===== config.mk =====
export PLATFORM = sky130hd
export DESIGN_NAME = acc_cpu
export DESIGN_NICKNAME = d
export VERILOG_FILES = /design/src/hdl/acc_isa_pkg.sv /design/src/hdl/acc_alu_pkg.sv /design/src/hdl/issue_stage.sv /design/src/hdl/exec_decode.sv /design/src/hdl/acc_alu.sv /design/src/hdl/regfile.sv /design/src/hdl/flag_unit.sv /design/src/hdl/acc_cpu.sv
export SDC_FILE = /design/constraint.sdc
export NUM_CORES = 1
export LEC_CHECK = 0
export ABC_CLOCK_PERIOD_IN_PS = 10800
export BUFFER_PORTS_ARGS = -buffer_cell sky130_fd_sc_hd__buf_2
export CAP_MARGIN = 20
export CORE_MARGIN = 4
export CORE_UTILIZATION = 54
export CTS_CLUSTER_SIZE = 20
export DETAILED_ROUTE_END_ITERATION = 12
export PLACE_DENSITY = 0.76
export SYNTH_ARGS = -nofsm -noshare
export SYNTH_HDL_FRONTEND = slang
export SYNTH_SLANG_ARGS = --single-unit

===== constraint.sdc =====
create_clock -name clk -period 10.8 [get_ports clk]
set_clock_uncertainty 0.1 [all_clocks]
set_input_delay 1.08 -clock clk [delete_from_list [all_inputs] [get_ports clk]]
set_output_delay 1.08 -clock clk [all_outputs]
set_load 0.05 [all_outputs]

===== src/hdl/acc_isa_pkg.sv =====
`default_nettype none

package acc_isa_pkg;

	localparam int OPCODE_W = 8;
	localparam int INST_W = 24;
	localparam int DATA_W = 16;
	localparam int ADDR_W = 16;

	// opcode in the low byte, operand in bits 23:8
	typedef logic [INST_W-1:0] inst_word_t;

	typedef enum logic [OPCODE_W-1:0] {
		OP_NOP         = 8'h00,
		OP_LD_XL_IMMD  = 8'h01,
		OP_LDW_Y_IMMD  = 8'h02,
		OP_LD_XL_DIR   = 8'h03,
		OP_LD_DIR_XL   = 8'h04,
		OP_LDW_Y_DIR   = 8'h05,
		OP_LDW_DIR_Y   = 8'h06,
		OP_ADD_XL_IMMD = 8'h10,
		OP_SUB_XL_IMMD = 8'h11,
		OP_AND_XL_IMMD = 8'h12,
		OP_OR_XL_IMMD  = 8'h13,
		OP_XOR_XL_IMMD = 8'h14,
		OP_CP_XL_IMMD  = 8'h15,
		OP_ADD_XL_DIR  = 8'h18,
		OP_ADDW_Y_IMMD = 8'h20,
		OP_SUBW_Y_IMMD = 8'h21,
		OP_LDW_Z_Y     = 8'h28,
		OP_LDW_Y_Z     = 8'h29,
		OP_JP_IMMD     = 8'h30,
		OP_JR_D        = 8'h38,
		OP_JRZ_D       = 8'h39,
		OP_JRNZ_D      = 8'h3a,
		OP_JRC_D       = 8'h3b,
		OP_JRNC_D      = 8'h3c,
		OP_TRAP        = 8'hff
	} opcode_t;

	typedef enum logic [1:0] {
		REG_X = 2'd0,
		REG_Y = 2'd1,
		REG_Z = 2'd2
	} reg_sel_t;

	// instruction size in bytes
	function automatic logic [1:0] inst_length(opcode_t op);
		case (op)
			OP_LD_XL_IMMD, OP_ADD_XL_IMMD, OP_SUB_XL_IMMD, OP_AND_XL_IMMD,
			OP_OR_XL_IMMD, OP_XOR_XL_IMMD, OP_CP_XL_IMMD,
			OP_JR_D, OP_JRZ_D, OP_JRNZ_D, OP_JRC_D, OP_JRNC_D:
				return 2'd2;
			OP_LDW_Y_IMMD, OP_LD_XL_DIR, OP_LD_DIR_XL, OP_LDW_Y_DIR, OP_LDW_DIR_Y,
			OP_ADD_XL_DIR, OP_ADDW_Y_IMMD, OP_SUBW_Y_IMMD, OP_JP_IMMD:
				return 2'd3;
			default:
				return 2'd1;
		endcase
	endfunction

endpackage

`default_nettype wire


===== src/hdl/acc_alu_pkg.sv =====
`default_nettype none

package acc_alu_pkg;

	typedef enum logic [2:0] {
		ALU_PASS = 3'd0,
		ALU_ADD  = 3'd1,
		ALU_SUB  = 3'd2,
		ALU_AND  = 3'd3,
		ALU_OR   = 3'd4,
		ALU_XOR  = 3'd5,
		ALU_ADDW = 3'd6,
		ALU_SUBW = 3'd7
	} alu_op_t;

	typedef logic [3:0] flag_vec_t;

	// bit positions inside flag_vec_t
	localparam int FLAG_C = 0;
	localparam int FLAG_Z = 1;
	localparam int FLAG_N = 2;
	localparam int FLAG_O = 3;

endpackage

`default_nettype wire


===== src/hdl/issue_stage.sv =====
`default_nettype none

module issue_stage #(
	parameter logic [acc_isa_pkg::ADDR_W-1:0] RESET_PC = 16'h4000
) (
	input  wire logic                              clk,
	input  wire logic                              reset,
	input  wire acc_isa_pkg::inst_word_t           iread_data,
	input  wire acc_alu_pkg::flag_vec_t            next_flags,
	output logic       [acc_isa_pkg::ADDR_W-1:0]   iread_addr,
	output logic       [acc_isa_pkg::ADDR_W-1:0]   dread_addr,
	output acc_isa_pkg::inst_word_t                inst
);

	acc_isa_pkg::opcode_t op;
	logic [acc_isa_pkg::ADDR_W-1:0] pc;
	logic [acc_isa_pkg::ADDR_W-1:0] next_pc;
	logic [acc_isa_pkg::ADDR_W-1:0] step;
	logic [acc_isa_pkg::ADDR_W-1:0] disp;
	logic [acc_isa_pkg::ADDR_W-1:0] operand;
	logic taken;

	assign op = acc_isa_pkg::opcode_t'(iread_data[7:0]);
	assign operand = iread_data[23:8];
	assign disp = {{(acc_isa_pkg::ADDR_W-8){iread_data[15]}}, iread_data[15:8]};

	// flags are those left by the instruction now in execute
	always_comb
	begin
		case (op)
			acc_isa_pkg::OP_JR_D:   taken = 1'b1;
			acc_isa_pkg::OP_JRZ_D:  taken = next_flags[acc_alu_pkg::FLAG_Z];
			acc_isa_pkg::OP_JRNZ_D: taken = !next_flags[acc_alu_pkg::FLAG_Z];
			acc_isa_pkg::OP_JRC_D:  taken = next_flags[acc_alu_pkg::FLAG_C];
			acc_isa_pkg::OP_JRNC_D: taken = !next_flags[acc_alu_pkg::FLAG_C];
			default:                taken = 1'b0;
		endcase
	end

	always_comb
	begin
		step = '0;
		step[1:0] = acc_isa_pkg::inst_length(op);
		if (reset)
			next_pc = RESET_PC;
		else if (op == acc_isa_pkg::OP_JP_IMMD)
			next_pc = operand;
		else if (taken)
			next_pc = pc + disp;
		else
			next_pc = pc + step;
	end

	assign iread_addr = next_pc;

	// data read is issued one cycle ahead of execute
	always_comb
	begin
		case (op)
			acc_isa_pkg::OP_LD_XL_DIR,
			acc_isa_pkg::OP_LDW_Y_DIR,
			acc_isa_pkg::OP_ADD_XL_DIR:
				dread_addr = operand;
			default:
				dread_addr = '0;
		endcase
	end

	always_ff @(posedge clk)
	begin
		if (reset)
		begin
			pc <= RESET_PC;
			inst <= {16'h0000, acc_isa_pkg::OP_NOP};
		end
		else
		begin
			pc <= next_pc;
			inst <= iread_data;
		end
	end

endmodule

`default_nettype wire


===== src/hdl/exec_decode.sv =====
`default_nettype none

module exec_decode (
	input  wire acc_isa_pkg::inst_word_t          inst,
	input  wire logic [acc_isa_pkg::DATA_W-1:0]   x,
	input  wire logic [acc_isa_pkg::DATA_W-1:0]   y,
	input  wire logic [acc_isa_pkg::DATA_W-1:0]   z,
	input  wire logic [acc_isa_pkg::DATA_W-1:0]   dread_data,
	input  wire logic [acc_isa_pkg::DATA_W-1:0]   alu_result,
	output acc_alu_pkg::alu_op_t                  alu_op,
	output logic [acc_isa_pkg::DATA_W-1:0]        alu_a,
	output logic [acc_isa_pkg::DATA_W-1:0]        alu_b,
	output acc_isa_pkg::reg_sel_t                 write_sel,
	output logic [1:0]                            write_en,
	output logic [acc_isa_pkg::DATA_W-1:0]        write_data,
	output logic [acc_isa_pkg::ADDR_W-1:0]        dwrite_addr,
	output logic [acc_isa_pkg::DATA_W-1:0]        dwrite_data,
	output logic [1:0]                            dwrite_en,
	output acc_alu_pkg::flag_vec_t                flag_upd,
	output logic                                  trap
);

	acc_isa_pkg::opcode_t op;
	logic [acc_isa_pkg::DATA_W-1:0] imm8;
	logic [acc_isa_pkg::DATA_W-1:0] imm16;

	assign op = acc_isa_pkg::opcode_t'(inst[7:0]);
	assign imm8 = {8'h00, inst[15:8]};
	assign imm16 = inst[23:8];

	// every register write comes out of the ALU
	assign write_data = alu_result;
	assign dwrite_addr = inst[23:8];
	assign trap = (op == acc_isa_pkg::OP_TRAP);

	always_comb
	begin
		alu_op = acc_alu_pkg::ALU_PASS;
		alu_a = x;
		alu_b = imm8;
		write_sel = acc_isa_pkg::REG_X;
		write_en = 2'b00;
		dwrite_data = x;
		dwrite_en = 2'b00;
		flag_upd = '0;

		case (op)
			acc_isa_pkg::OP_LD_XL_IMMD:
				write_en = 2'b01;
			acc_isa_pkg::OP_LD_XL_DIR:
			begin
				alu_b = dread_data;
				write_en = 2'b01;
			end
			acc_isa_pkg::OP_LDW_Y_IMMD:
			begin
				alu_b = imm16;
				write_sel = acc_isa_pkg::REG_Y;
				write_en = 2'b11;
			end
			acc_isa_pkg::OP_LDW_Y_DIR:
			begin
				alu_b = dread_data;
				write_sel = acc_isa_pkg::REG_Y;
				write_en = 2'b11;
			end
			acc_isa_pkg::OP_LDW_Z_Y:
			begin
				alu_b = y;
				write_sel = acc_isa_pkg::REG_Z;
				write_en = 2'b11;
			end
			acc_isa_pkg::OP_LDW_Y_Z:
			begin
				alu_b = z;
				write_sel = acc_isa_pkg::REG_Y;
				write_en = 2'b11;
			end
			// xl goes out on lane 0 only
			acc_isa_pkg::OP_LD_DIR_XL:
				dwrite_en = 2'b01;
			acc_isa_pkg::OP_LDW_DIR_Y:
			begin
				dwrite_data = y;
				dwrite_en = 2'b11;
			end
			acc_isa_pkg::OP_ADD_XL_IMMD,
			acc_isa_pkg::OP_SUB_XL_IMMD:
			begin
				alu_op = (op == acc_isa_pkg::OP_ADD_XL_IMMD) ?
					acc_alu_pkg::ALU_ADD : acc_alu_pkg::ALU_SUB;
				write_en = 2'b01;
				flag_upd = '1;
			end
			acc_isa_pkg::OP_ADD_XL_DIR:
			begin
				alu_op = acc_alu_pkg::ALU_ADD;
				alu_b = dread_data;
				write_en = 2'b01;
				flag_upd = '1;
			end
			// compare is a sub without the write
			acc_isa_pkg::OP_CP_XL_IMMD:
			begin
				alu_op = acc_alu_pkg::ALU_SUB;
				flag_upd = '1;
			end
			acc_isa_pkg::OP_AND_XL_IMMD,
			acc_isa_pkg::OP_OR_XL_IMMD,
			acc_isa_pkg::OP_XOR_XL_IMMD:
			begin
				if (op == acc_isa_pkg::OP_AND_XL_IMMD)
					alu_op = acc_alu_pkg::ALU_AND;
				else if (op == acc_isa_pkg::OP_OR_XL_IMMD)
					alu_op = acc_alu_pkg::ALU_OR;
				else
					alu_op = acc_alu_pkg::ALU_XOR;
				write_en = 2'b01;
				flag_upd[acc_alu_pkg::FLAG_Z] = 1'b1;
				flag_upd[acc_alu_pkg::FLAG_N] = 1'b1;
			end
			acc_isa_pkg::OP_ADDW_Y_IMMD,
			acc_isa_pkg::OP_SUBW_Y_IMMD:
			begin
				alu_op = (op == acc_isa_pkg::OP_ADDW_Y_IMMD) ?
					acc_alu_pkg::ALU_ADDW : acc_alu_pkg::ALU_SUBW;
				alu_a = y;
				alu_b = imm16;
				write_sel = acc_isa_pkg::REG_Y;
				write_en = 2'b11;
				flag_upd = '1;
			end
			default:
				;
		endcase
	end

endmodule

`default_nettype wire


===== src/hdl/acc_alu.sv =====
`default_nettype none

module acc_alu (
	input  wire acc_alu_pkg::alu_op_t              alu_op,
	input  wire logic [acc_isa_pkg::DATA_W-1:0]    alu_a,
	input  wire logic [acc_isa_pkg::DATA_W-1:0]    alu_b,
	output logic [acc_isa_pkg::DATA_W-1:0]         alu_result,
	output acc_alu_pkg::flag_vec_t                 alu_flags
);

	logic [8:0] sum8;
	logic [8:0] dif8;
	logic [acc_isa_pkg::DATA_W:0] sum16;
	logic [acc_isa_pkg::DATA_W:0] dif16;
	logic carry;
	logic ovf;
	logic wide;

	assign sum8 = {1'b0, alu_a[7:0]} + {1'b0, alu_b[7:0]};
	assign dif8 = {1'b0, alu_a[7:0]} - {1'b0, alu_b[7:0]};
	assign sum16 = {1'b0, alu_a} + {1'b0, alu_b};
	assign dif16 = {1'b0, alu_a} - {1'b0, alu_b};

	always_comb
	begin
		alu_result = alu_b;
		carry = 1'b0;
		ovf = 1'b0;
		wide = 1'b0;
		case (alu_op)
			acc_alu_pkg::ALU_ADD:
			begin
				alu_result = {8'h00, sum8[7:0]};
				carry = sum8[8];
				ovf = (alu_a[7] == alu_b[7]) && (sum8[7] != alu_a[7]);
			end
			// carry holds the borrow
			acc_alu_pkg::ALU_SUB:
			begin
				alu_result = {8'h00, dif8[7:0]};
				carry = dif8[8];
				ovf = (alu_a[7] != alu_b[7]) && (dif8[7] != alu_a[7]);
			end
			acc_alu_pkg::ALU_AND:
				alu_result = {8'h00, alu_a[7:0] & alu_b[7:0]};
			acc_alu_pkg::ALU_OR:
				alu_result = {8'h00, alu_a[7:0] | alu_b[7:0]};
			acc_alu_pkg::ALU_XOR:
				alu_result = {8'h00, alu_a[7:0] ^ alu_b[7:0]};
			acc_alu_pkg::ALU_ADDW:
			begin
				alu_result = sum16[15:0];
				carry = sum16[16];
				ovf = (alu_a[15] == alu_b[15]) && (sum16[15] != alu_a[15]);
				wide = 1'b1;
			end
			acc_alu_pkg::ALU_SUBW:
			begin
				alu_result = dif16[15:0];
				carry = dif16[16];
				ovf = (alu_a[15] != alu_b[15]) && (dif16[15] != alu_a[15]);
				wide = 1'b1;
			end
			default:
				wide = 1'b1;
		endcase
	end

	// z and n follow the width of the operation
	always_comb
	begin
		alu_flags[acc_alu_pkg::FLAG_C] = carry;
		alu_flags[acc_alu_pkg::FLAG_O] = ovf;
		alu_flags[acc_alu_pkg::FLAG_Z] = wide ? (alu_result == '0) : (alu_result[7:0] == 8'h00);
		alu_flags[acc_alu_pkg::FLAG_N] = wide ? alu_result[15] : alu_result[7];
	end

endmodule

`default_nettype wire


===== src/hdl/regfile.sv =====
`default_nettype none

module regfile (
	input  wire logic                              clk,
	input  wire acc_isa_pkg::reg_sel_t             write_sel,
	input  wire logic [1:0]                        write_en,
	input  wire logic [acc_isa_pkg::DATA_W-1:0]    write_data,
	output logic [acc_isa_pkg::DATA_W-1:0]         x,
	output logic [acc_isa_pkg::DATA_W-1:0]         y,
	output logic [acc_isa_pkg::DATA_W-1:0]         z
);

	logic [acc_isa_pkg::DATA_W-1:0] regs [3];

	// x, y, z in select order
	assign x = regs[0];
	assign y = regs[1];
	assign z = regs[2];

	always_ff @(posedge clk)
	begin
		for (int i = 0; i < 3; i++)
		begin
			if (write_sel == 2'(i))
			begin
				if (write_en[0])
					regs[i][7:0] <= write_data[7:0];
				if (write_en[1])
					regs[i][15:8] <= write_data[15:8];
			end
		end
	end

endmodule

`default_nettype wire


===== src/hdl/flag_unit.sv =====
`default_nettype none

module flag_unit (
	input  wire logic                      clk,
	input  wire logic                      reset,
	input  wire acc_alu_pkg::flag_vec_t    alu_flags,
	input  wire acc_alu_pkg::flag_vec_t    flag_upd,
	output acc_alu_pkg::flag_vec_t         flags,
	output acc_alu_pkg::flag_vec_t         next_flags
);

	// per flag merge of new and old values
	assign next_flags = (flag_upd & alu_flags) | (~flag_upd & flags);

	always_ff @(posedge clk)
	begin
		if (reset)
			flags <= '0;
		else
			flags <= next_flags;
	end

endmodule

`default_nettype wire


===== src/hdl/acc_cpu.sv =====
`default_nettype none

module acc_cpu #(
	parameter logic [acc_isa_pkg::ADDR_W-1:0] RESET_PC = 16'h4000
) (
	input  wire logic                              clk,
	input  wire logic                              reset,
	input  wire acc_isa_pkg::inst_word_t           iread_data,
	input  wire logic [acc_isa_pkg::DATA_W-1:0]    dread_data,
	output logic [acc_isa_pkg::ADDR_W-1:0]         iread_addr,
	output logic [acc_isa_pkg::ADDR_W-1:0]         dread_addr,
	output logic [acc_isa_pkg::ADDR_W-1:0]         dwrite_addr,
	output logic [acc_isa_pkg::DATA_W-1:0]         dwrite_data,
	output logic [1:0]                             dwrite_en,
	output logic                                   trap
);

	acc_isa_pkg::inst_word_t inst;
	acc_alu_pkg::flag_vec_t next_flags;
	acc_alu_pkg::flag_vec_t alu_flags;
	acc_alu_pkg::flag_vec_t flag_upd;
	acc_alu_pkg::alu_op_t alu_op;
	logic [acc_isa_pkg::DATA_W-1:0] alu_a;
	logic [acc_isa_pkg::DATA_W-1:0] alu_b;
	logic [acc_isa_pkg::DATA_W-1:0] alu_result;
	acc_isa_pkg::reg_sel_t write_sel;
	logic [1:0] write_en;
	logic [acc_isa_pkg::DATA_W-1:0] write_data;
	logic [acc_isa_pkg::DATA_W-1:0] x;
	logic [acc_isa_pkg::DATA_W-1:0] y;
	logic [acc_isa_pkg::DATA_W-1:0] z;

	issue_stage #(
		.RESET_PC(RESET_PC)
	) u_issue (
		.clk(clk),
		.reset(reset),
		.iread_data(iread_data),
		.next_flags(next_flags),
		.iread_addr(iread_addr),
		.dread_addr(dread_addr),
		.inst(inst)
	);

	exec_decode u_decode (
		.inst(inst),
		.x(x),
		.y(y),
		.z(z),
		.dread_data(dread_data),
		.alu_result(alu_result),
		.alu_op(alu_op),
		.alu_a(alu_a),
		.alu_b(alu_b),
		.write_sel(write_sel),
		.write_en(write_en),
		.write_data(write_data),
		.dwrite_addr(dwrite_addr),
		.dwrite_data(dwrite_data),
		.dwrite_en(dwrite_en),
		.flag_upd(flag_upd),
		.trap(trap)
	);

	acc_alu u_alu (
		.alu_op(alu_op),
		.alu_a(alu_a),
		.alu_b(alu_b),
		.alu_result(alu_result),
		.alu_flags(alu_flags)
	);

	regfile u_regs (
		.clk(clk),
		.write_sel(write_sel),
		.write_en(write_en),
		.write_data(write_data),
		.x(x),
		.y(y),
		.z(z)
	);

	// only the merged flags leave the unit
	flag_unit u_flags (
		.clk(clk),
		.reset(reset),
		.alu_flags(alu_flags),
		.flag_upd(flag_upd),
		.flags(),
		.next_flags(next_flags)
	);

endmodule

`default_nettype wire


## Word-level counts from Yosys, hierarchy flattened

Memories as Yosys holds them, arrays and structs flattened.
Cells that the tools add are included.

- Output and inout bits: 67
- Memories: 2
- Bits of input ports: 42
- Bits in read-only memories: 128
- Register bits after elaboration: 44
- Memory bits (writable): 48
- Logic and storage cells: 130

Memory list:

| name | words | width | rd ports | clocked after Yosys merged registers in | wr ports | line | text |
|---|---|---|---|---|---|---|---|
| (name not given) | 64 | 2 | 1 | 0 | 0 | acc_isa_pkg.sv:49 | `case (op)` |
| u_regs.regs | 3 | 16 | 3 | 0 | 1 | regfile.sv:13 | `logic [acc_isa_pkg::DATA_W-1:0] regs [3];` |

- $add $sub $neg: 6
- Bitwise gates (word level): 7
- Reduce and logical (&&, ||, !) cells: 24
- Multiplexer cells: 44
- Equal/unequal tests: 44

Operators with widths:

| kind | count |
|---|---|
| 16-bit 2-to-1 mux | 8 |
| 16-bit one-hot mux with 7 select lines | 1 |
| 8-bit by 6-bit == test with 1-bit output (second input constant) | 10 |
| 8-bit by 5-bit == test with 1-bit output (second input constant) | 8 |
| 16-bit one-hot mux with 4 select lines | 1 |
| 8-bit by 3-bit == test with 1-bit output (second input constant) | 4 |
| 16-bit OR reduction | 2 |
| 8-bit by 2-bit == test with 1-bit output (second input constant) | 3 |
| 1-bit 2-to-1 mux | 19 |
| 16-bit by 16-bit adder with 17-bit output | 1 |
| 16-bit by 16-bit subtractor with 17-bit output | 1 |
| 16-bit adder | 1 |
| 16-bit by 2-bit adder with 16-bit output | 1 |
| 16-bit zero test | 1 |
| 3-bit one-hot mux with 5 select lines | 1 |
| 2-bit 2-to-1 mux | 7 |
| 3-bit == test (second input constant) | 4 |
| 2-bit one-hot mux with 2 select lines | 3 |
| 3-bit OR reduction | 4 |
| 6-bit OR reduction | 2 |
| 5-bit OR reduction | 2 |
| 8-bit by 8-bit adder with 9-bit output | 1 |
| 9-bit OR reduction | 1 |
| 8-bit by 8-bit subtractor with 9-bit output | 1 |
| 23 further kinds | 38 |

## Logic depth before layout (Yosys ltp)

Gate-level depths: netlist of the first run.

- Depth after elaboration: 15
- Mapped depth: 35

## Cells and area by module

From an unflattened synthesis of the first run, not the netlist that was laid out.

- Cells, all modules: 935
- Area total of the unflattened synthesis: 8275.4 um^2

By module, submodules not included:

| module | times used | area an instance (um^2) | cells each |
|---|---|---|---|
| acc_alu | 1 | 2771.4 | 410 |
| issue_stage | 1 | 2349.8 | 274 |
| exec_decode | 1 | 1493.9 | 185 |
| regfile | 1 | 1491.4 | 54 |
| flag_unit | 1 | 168.9 | 12 |

## Worst setup path after synthesis of the first run

No wires, ideal clock.

- Path type: reg2out
- From: register u_issue.inst[0]
- To: output port iread_addr[15] in the netlist's numbering
- Path slack: 555 ps
- Stages on the path, launching flop included: 33
- Arrival time: 9065 ps
- Buffers on the path: 5
- Cells stage by stage: dfxtp_1 > clkbuf_1 > buf_1 > clkbuf_1 > buf_1 > mux2i_1 > nor2_1 > a221oi_1 > inv_1 > ha_1 > clkbuf_1 > nor2_1 > o221ai_1 > a211oi_1 > a2111oi_0 > or4_1 > a31oi_1 > a211o_1 > nor4b_4 > nand3_2 > mux2_4 > o31a_1 > ha_1 > a21o_1 > a21oi_1 > nor2b_1 > o211ai_1 > a31oi_1 > a41oi_1 > mux2_2 > a2111oi_0 > a211oi_1 > nor3b_1

- Word-level cells in the longest chain between the ends: 15
- Elaborated cells on any way between the ends: 60
- Classes of those cells: add/sub (4); eq/ne (21); mux (16); bitwise (7); reduce/logical (12)

Ends and longest elaborated chain:

| element | line | text |
|---|---|---|
| start, declared | issue_stage.sv:12 | `output acc_isa_pkg::inst_word_t inst` |
| start signal, assigned | issue_stage.sv:74 | `inst <= {16'h0000, acc_isa_pkg::OP_NOP};` |
| start signal, assigned | issue_stage.sv:79 | `inst <= iread_data;` |
| parallel branches: the longest is 5 deep, another holds 16-bit by 16-bit subtractor with 17-bit output | -- |  |
| 16-bit one-hot mux with 7 select lines * | acc_alu.sv:30 | `case (alu_op)` |
| named net alu_result (one bit) | acc_cpu.sv:25 | `logic [acc_isa_pkg::DATA_W-1:0] alu_result;` |
| 16-bit zero test * | acc_alu.sv:74 | `alu_flags[acc_alu_pkg::FLAG_Z] = wide ? (alu_result == '0) : (alu_result[7:0] == 8'h00);` |
| 1-bit 2-to-1 mux * | acc_alu.sv:74 |  |
| 4-bit bitwise AND * | flag_unit.sv:13 | `assign next_flags = (flag_upd & alu_flags) \| (~flag_upd & flags);` |
| 4-bit bitwise OR * | flag_unit.sv:13 |  |
| 1-bit zero test | issue_stage.sv:33 | `acc_isa_pkg::OP_JRNZ_D: taken = !next_flags[acc_alu_pkg::FLAG_Z];` |
| 1-bit one-hot mux with 5 select lines * | issue_stage.sv:30 | `case (op)` |
| 16-bit 2-to-1 mux * | issue_stage.sv:48 | `else if (taken)` |
| 16-bit 2-to-1 mux * | issue_stage.sv:46 | `else if (op == acc_isa_pkg::OP_JP_IMMD)` |
| 16-bit 2-to-1 mux * | issue_stage.sv:44 | `if (reset)` |
| end, declared | acc_cpu.sv:10 | `output logic [acc_isa_pkg::ADDR_W-1:0] iread_addr,` |

Mark *: on every way through the listed nets, which the timed path passes.

## Worst setup path after layout of the first run

- From: register u_issue.inst[4]
- To: output port iread_addr[15] in the netlist's numbering

Same word-level chain as after synthesis.

==> impl_metrics.py, run 1 <==
metrics = {
    "job": {
        "maxCapViolCount": 0,
    },
    "logic_synthesis": {
        "synthMuxAreaShare": 0.0783,
        "ys_types": 81,
        "synth_xor_xnor_area_share": 0.0280,
        "yosys_warnings": 0,
        "syn-instance-count": 857,
        "yosysSeqAreaShare": 0.305,
        "synthArstFlopShare": 0,
        "synth-compound-area-share": 0.218,
        "synth_top_family_by_area": "compound AO/OA/AOI/OAI gates",
        "synth_edf_count": 48,
        "ys_seq_elements": 90,
        "synth_area_um2": 7490,
        "synthFlopType": "edfxtp_1",
        "yosys.area_share.simple": 0.204,
        "syn_avg_cell_area_um2": 8.75,
        "synthAdderAreaFrac": 0.101,
    },
    "final_layout": {
        "final_core_util": 0.632,
        "fin_cells": 1120,
        "drive_gt1_frac": 0.219,
        "antenna_cells": 0,
        "fin_nets": 1039,
        "syn_to_final_growth_pct": 13.0,
    },
    "die": {
        "start_util": 0.559,
        "core_um2": 13400,
        "num_rows": 42,
        "die_h_um": 126,
        "dieArea_um2": 15800,
        "die_w_um": 126,
        "io_pins": 109,
    },
    "clock_network": {
        "clk_latency_ns": 0.35,
        "numCtsBuffers": 9,
        "tritoncts": "built",
        "cts.clk_slew.worst_paths_ns": 0.07,
        "cts-htree-levels": 3,
        "cts.sinks": 90,
        "clockBufferDepth": 2,
        "hold_buffers": 0,
        "clockRootBuffer": "clkbuf_16",
    },
    "placement": {
        "dp_hpwl_um": 16000,
        "placed_cells": 1099,
        "port-buffer-count": 108,
        "gp_congestion": 0.980,
    },
    "min_path": {
        "holdPathStages": 2,
        "hp-class": "flip-flop to flip-flop",
        "min_to": "u_flags.flags[1]",
        "hold_start": "u_flags.flags[1]",
    },
    "global_route": {
        "grt_max_degree": 43,
        "grt_usage": 0.261,
        "grt_overflow_total": 0,
        "grt_first_pass_wirelength_um": 33600,
        "grt_pass1_vias": 6612,
        "antenna_found_initial": 0,
    },
    "setup_path": {
        "ff2ff_path_depth": 30,
        "cp.arrival_ns": 9.14,
        "start_kind": "flip-flop",
        "worstPathRequired_ns": 9.62,
        "cp_slowest_stage_delay_ns": 0.59,
        "crit_type": "flip-flop to output pin",
        "r2r_start": "u_issue.inst[4]",
        "critPathLaunch": "u_issue.inst[4]",
        "crit_fanout": 13,
        "reg2reg_to": "u_issue.pc[15]",
        "cp_slowest_cell": "or4b_4",
        "cp-end-kind": "output pin",
        "cp_top_family": "compound AO/OA/AOI/OAI gates",
        "cp_num_buf_inv": 3,
        "r2r_slack_ns": 2.01,
    },
    "pwr": {
        "power_per_cell_area_nw_per_um2": 123,
        "ir_drop_uv": 132,
        "power_leakage_uw": 0.00375,
        "total_power_uw": 1040,
    },
    "timing": {
        "report.final.slew_viol_count": 0,
        "setup_tns_ns": 0,
        "worst_slew_pin_slew_ns": 1.12,
        "period_minus_slack_ns": 10.32,
        "finalHoldViolations": 0,
        "setup_viol": 0,
        "timing.fmax_ghz": 0.0969,
        "rsz0062_at_grt": "no",
        "finalCritPeriodShare": 0.955,
        "slew_headroom": 0.253,
    },
    "route": {
        "viasPerCell": 6.14,
        "vias": 6874,
        "drc": 0,
        "drtPass1Iterations": 6,
        "post_drt_wl_per_cell_um": 18.9,
        "drt_iter0_drc": 593,
        "postRouteAntennaNets": 0,
        "wirelength_um": 21200,
    },
    "run_status": {
        "run_status": "complete, no violations",
    },
}
## worst max-delay path by stage
stage,to,cells after the start
CTS,iread_addr[15],31
global route,iread_addr[15],31
global placement,iread_addr[15],31
floorplan,iread_addr[15],32
finish,iread_addr[15],31
detailed placement,iread_addr[15],31
## final cells by class
class,count,area (um^2)
timing repair buffer,123,651
sequential,90,2280
inverter,52,195
multi-input combinational,663,4810
fill,1191,4930
clock inverter,6,78.8
clock buffer,10,229
tap,176,220
## worst register-to-register path, delay by kind of cell (launching register included)
| kind | cells | cell delay, ns |
|---|---|---|
| AOI/OAI and AO/OA | 13 | 3.39 |
| and+or+nand+nor | 10 | 2.90 |
| muxes | 3 | 0.97 |
| adders and majority gates | 2 | 0.72 |
| DFF | 1 | 0.38 |
| buffers and inverters | 2 | 0.19 |
## cell usage after synthesis, types with 4 or more instances
master	number	area (um^2)
xnor2_1	20	175
a31oi_1	10	62.6
buf_4	16	120
a2111oi_0	6	52.6
and3_1	5	31.3
a221oi_1	4	35.0
buf_1	4	15.0
o211ai_1	6	45.0
o21ai_0	27	135
nor3_1	17	85.1
a21oi_1	54	270
nor2b_1	26	163
o311a_1	4	40.0
nand3_1	23	115
edfxtp_1	48	1440
and2_1	19	119
a22oi_1	5	37.5
mux2_2	33	372
o22a_1	7	61.3
or2_2	10	62.6
ha_1	55	688
mux2i_1	20	200
a311oi_1	4	35.0
a211oi_1	10	75.1
or3_1	7	43.8
nor2_1	92	345
a211o_1	8	70.1
a221o_1	13	130
o21bai_1	6	45.0
a21o_1	10	75.1
xor2_1	4	35.0
nand2_1	47	176
nand4_1	5	31.3
nand2b_1	12	75.1
dfxtp_1	42	841
o221ai_1	5	43.8
nor3b_1	6	45.0
a2bb2oi_1	5	43.8
o31ai_1	5	37.5
nand3b_1	4	30.0
inv_1	52	195
clkbuf_1	37	139
## flip-flops by register name (all words and copies together) (netlist names)
signal / flops
u_regs.regs: 48
u_issue.inst: 24
u_issue.pc: 16
u_flags.flags: 2
## routing by layer
metal | part of all wire | wire (um) | global-route usage | up-vias
li1 | - | - | - | 3298
met1 | 0.44 | 9240 | 0.347 | 3243
met2 | 0.46 | 9790 | 0.427 | 292
met3 | 0.080 | 1690 | 0.0546 | 41
met4 | 0.022 | 465 | 0.0877 | 0
met5 | 0 | 0 | 0 | -
## kinds of logic after synthesis
kind of cell	count (synthesis)
other cells	1
buf+inv	111
compound gates	225
mux	54
flops	90
xor+xnor	24
fa+ha+maj	59
simple gates	293
## repair_timing
item / 4_1_cts / 5_1_grt
setup buffers: 0 / 3
resized for setup: 0 / 10
setup endpoints to repair: 0 / 4
## cells in the final DEF (no fill, tap or decap), types with 6 or more instances in the layout
cell / n
a211o_1: 8
a211oi_1: 10
a21o_1: 10
a21oi_1: 54
a221o_1: 13
a31oi_1: 10
and2_1: 19
buf_2: 108
buf_4: 13
clkbuf_16: 9
conb_1: 8
dfxtp_1: 41
edfxtp_1: 48
ha_1: 55
inv_1: 52
mux2_2: 33
mux2i_1: 20
nand2_1: 47
nand2b_1: 11
nand3_1: 23
nor2_1: 92
nor2b_1: 26
nor3_1: 17
nor3b_1: 6
o211ai_1: 6
o21ai_0: 26
o21bai_1: 6
o22a_1: 7
or2_2: 10
or3_1: 7
xnor2_1: 20
## metrics by stage
step / instance area, um^2 / setup slack [ns] / hold WS (ns)
finish: 8470 / 0.481 / 0.422
global route: 8470 / 0.0224 / 0.432
CTS: 8380 / 0.0174 / 0.411
detailed placement: 8070 / 0.449 / 0.399
global placement: 8070 / 0.645 / 0.402
floorplan: 7520 / 0.555 / 0.362
## where the power goes
group	switching [uW]	internal, uW	leakage (uW)
logic	201	108	0.00280
clock network	149	185	0.000152
registers	12.2	383	0.000800
total	362	676	0.00375
(Power assumes the default switching activity.)
==> run 2, diff against run 1 <==
--- a/config.mk
+++ b/config.mk
@@ -5,12 +5,11 @@
 export SDC_FILE = /design/constraint.sdc
 export NUM_CORES = 1
 export LEC_CHECK = 0
-export ABC_CLOCK_PERIOD_IN_PS = 10800
+export ABC_CLOCK_PERIOD_IN_PS = 9500
 export BUFFER_PORTS_ARGS = -buffer_cell sky130_fd_sc_hd__buf_2
 export CAP_MARGIN = 20
 export CORE_MARGIN = 4
 export CORE_UTILIZATION = 54
-export CTS_CLUSTER_SIZE = 20
 export DETAILED_ROUTE_END_ITERATION = 12
 export PLACE_DENSITY = 0.76
 export SYNTH_ARGS = -nofsm -noshare
==> constraint.sdc (replaced) <==
create_clock -name clk -period 9.5 [get_ports clk]
set_clock_uncertainty 0.1 [all_clocks]
set_input_delay 0.95 -clock clk [delete_from_list [all_inputs] [get_ports clk]]
set_output_delay 0.95 -clock clk [all_outputs]
set_load 0.05 [all_outputs]
==> impl_metrics.py, run 2 (synthesis results as in run 1) <==
metrics = {
    "run_status": {
        "run_status": "complete, no violations",
    },
    "global_route": {
        "grt_max_degree": 43,
        "grt_pass1_vias": 6689,
        "grtUsageMet3": 0.0533,
        "antenna_found_initial": 0,
        "grt_first_pass_wirelength_um": 34400,
        "grt_overflow_total": 0,
        "met2_usage": 0.450,
        "grt_usage": 0.270,
        "grtUsageMet1": 0.355,
        "grt-busiest-layer": "met2",
    },
    "timing": {
        "finalHoldViolations": 0,
        "worst_slew_pin_slew_ns": 1.10,
        "period_minus_slack_ns": 9.18,
        "setup_viol": 0,
        "timing.hold.ws_ns": 0.397,
        "timing.fmax_ghz": 0.109,
        "slew_headroom": 0.267,
        "finalCritPeriodShare": 0.966,
        "report.final.slew_viol_count": 0,
    },
    "final_layout": {
        "fin_nets": 1082,
        "final_cell_mix": "107 x buf_2, 91 x nor2_1, 54 x ha_1, 54 x buf_4, 52 x inv_1",
        "final_core_util": 0.666,
        "largest_reg_flops": 48,
        "antenna_cells": 0,
        "reg_top3": "u_regs.regs (48), u_issue.inst (24), u_issue.pc (16)",
        "regMostFlops": "u_regs.regs",
        "syn_to_final_growth_pct": 19.0,
        "drive_gt1_frac": 0.274,
        "design_area_um2": 8920,
        "layout_commonest_cell": "buf_2",
    },
    "setup_path": {
        "worstPathRequired_ns": 8.45,
        "cp_num_buf_inv": 6,
        "cp_top_family": "compound AO/OA/AOI/OAI gates",
        "cp-end-kind": "output pin",
        "ff2ff_path_depth": 33,
        "crit_fanout": 9,
        "crit_type": "flip-flop to output pin",
        "r2r_start": "u_issue.inst[4]",
        "cp_slowest_stage_delay_ns": 0.57,
        "cp.arrival_ns": 8.13,
        "r2r_slack_ns": 1.68,
        "start_kind": "flip-flop",
        "cp_slowest_cell": "or4b_4",
        "reg2reg_to": "u_issue.pc[15]",
    },
    "clock_network": {
        "clk_latency_ns": 0.36,
        "cts.clk_slew.worst_paths_ns": 0.07,
        "hold_buffers": 0,
        "numCtsBuffers": 9,
        "cts-htree-levels": 3,
        "tritoncts": "built",
        "clockBufferDepth": 2,
        "clockRootBuffer": "clkbuf_16",
        "cts.sinks": 90,
    },
    "die": {
        "die_h_um": 126,
        "die_w_um": 126,
        "io_pins": 109,
        "start_util": 0.559,
        "core_um2": 13400,
        "dieArea_um2": 15800,
        "num_rows": 42,
    },
    "placement": {
        "dp_hpwl_um": 16800,
        "placement.cell_area_um2": 8360,
        "gp_congestion": 0.969,
        "port-buffer-count": 108,
    },
    "min_path": {
        "hp-class": "flip-flop to flip-flop",
        "hold_start": "u_flags.flags[1]",
        "holdPathStages": 2,
        "min_to": "u_flags.flags[1]",
    },
    "route": {
        "vias": 7190,
        "drtPass1Iterations": 6,
        "post_drt_wl_per_cell_um": 19.2,
        "postRouteAntennaNets": 0,
        "drc": 0,
        "viasPerCell": 6.18,
        "drt_iter0_drc": 554,
        "wirelength_um": 22300,
    },
    "pwr": {
        "power_per_cell_area_nw_per_um2": 132,
        "power_leakage_uw": 0.00397,
        "ir_drop_uv": 144,
    },
    "job": {
        "maxCapViolCount": 0,
    },
}
-- run 2: repair_timing --
action | CTS | global route
pin swaps | 4 | 22
resized for setup | 16 | 29
buffers inserted | 2 | 9
endpoints found under the setup margin | 5 | 5
-- run 2: area by class of cell --
class | count | area (um^2)
repair buffers | 166 | 1010
multi-input cells | 663 | 4940
fillers | 1081 | 4480
clock buffers | 10 | 229
inverters | 52 | 195
clock inverters | 6 | 47.5
flip-flops and latches | 90 | 2280
well taps | 176 | 220
-- run 2: power breakdown --
group | total [uW] | internal, uW | switching [uW]
combinational | 389 | 146 | 243
sequential | 447 | 435 | 12.3
clock | 342 | 180 | 162
total | 1180 | 761 | 418
-- run 2: layer usage --
layer  share of wire  routed length (um)
met1            0.41                9270
met2            0.47               10600
met3           0.084                1880
met4           0.027                 609
met5               0                   0
-- run 2: worst register-to-register path: cells and delay by family, from the launching register on --
family,cells,cell delay [ns]
muxes,3,0.88
DFF,1,0.32
adders and majority gates,2,0.57
and+or+nand+nor,10,2.25
buffers and inverters,5,0.65
AOI/OAI and AO/OA,13,2.92
-- run 2: worst max path at each step --
stage                                from  depth (start not counted)  slack, ns              to
after floorplan           u_issue.inst[0]                         32      0.008  iread_addr[15]
after global placement    u_issue.inst[4]                         31       0.01  iread_addr[15]
after detailed placement  u_issue.inst[4]                         31      -0.15  iread_addr[15]
after CTS                 u_issue.inst[4]                         34      0.005  iread_addr[15]
after global routing      u_issue.inst[4]                         36      -0.04  iread_addr[15]
final                     u_issue.inst[4]                         34       0.32  iread_addr[15]
-- run 2: metrics by stage --
step | instances | setup WS, ns | total power (uW) | setup TNS (ns)
final | 1163 | 0.321 | 1180 | 0
after global routing | 1163 | -0.0404 | 1220 | -0.0680
after CTS | 1152 | 0.00531 | 1160 | 0
after detailed placement | 1134 | -0.154 | 820 | -0.154
after global placement | 1134 | 0.0120 | 818 | 0
after floorplan | 864 | 0.00834 | 717 | 0
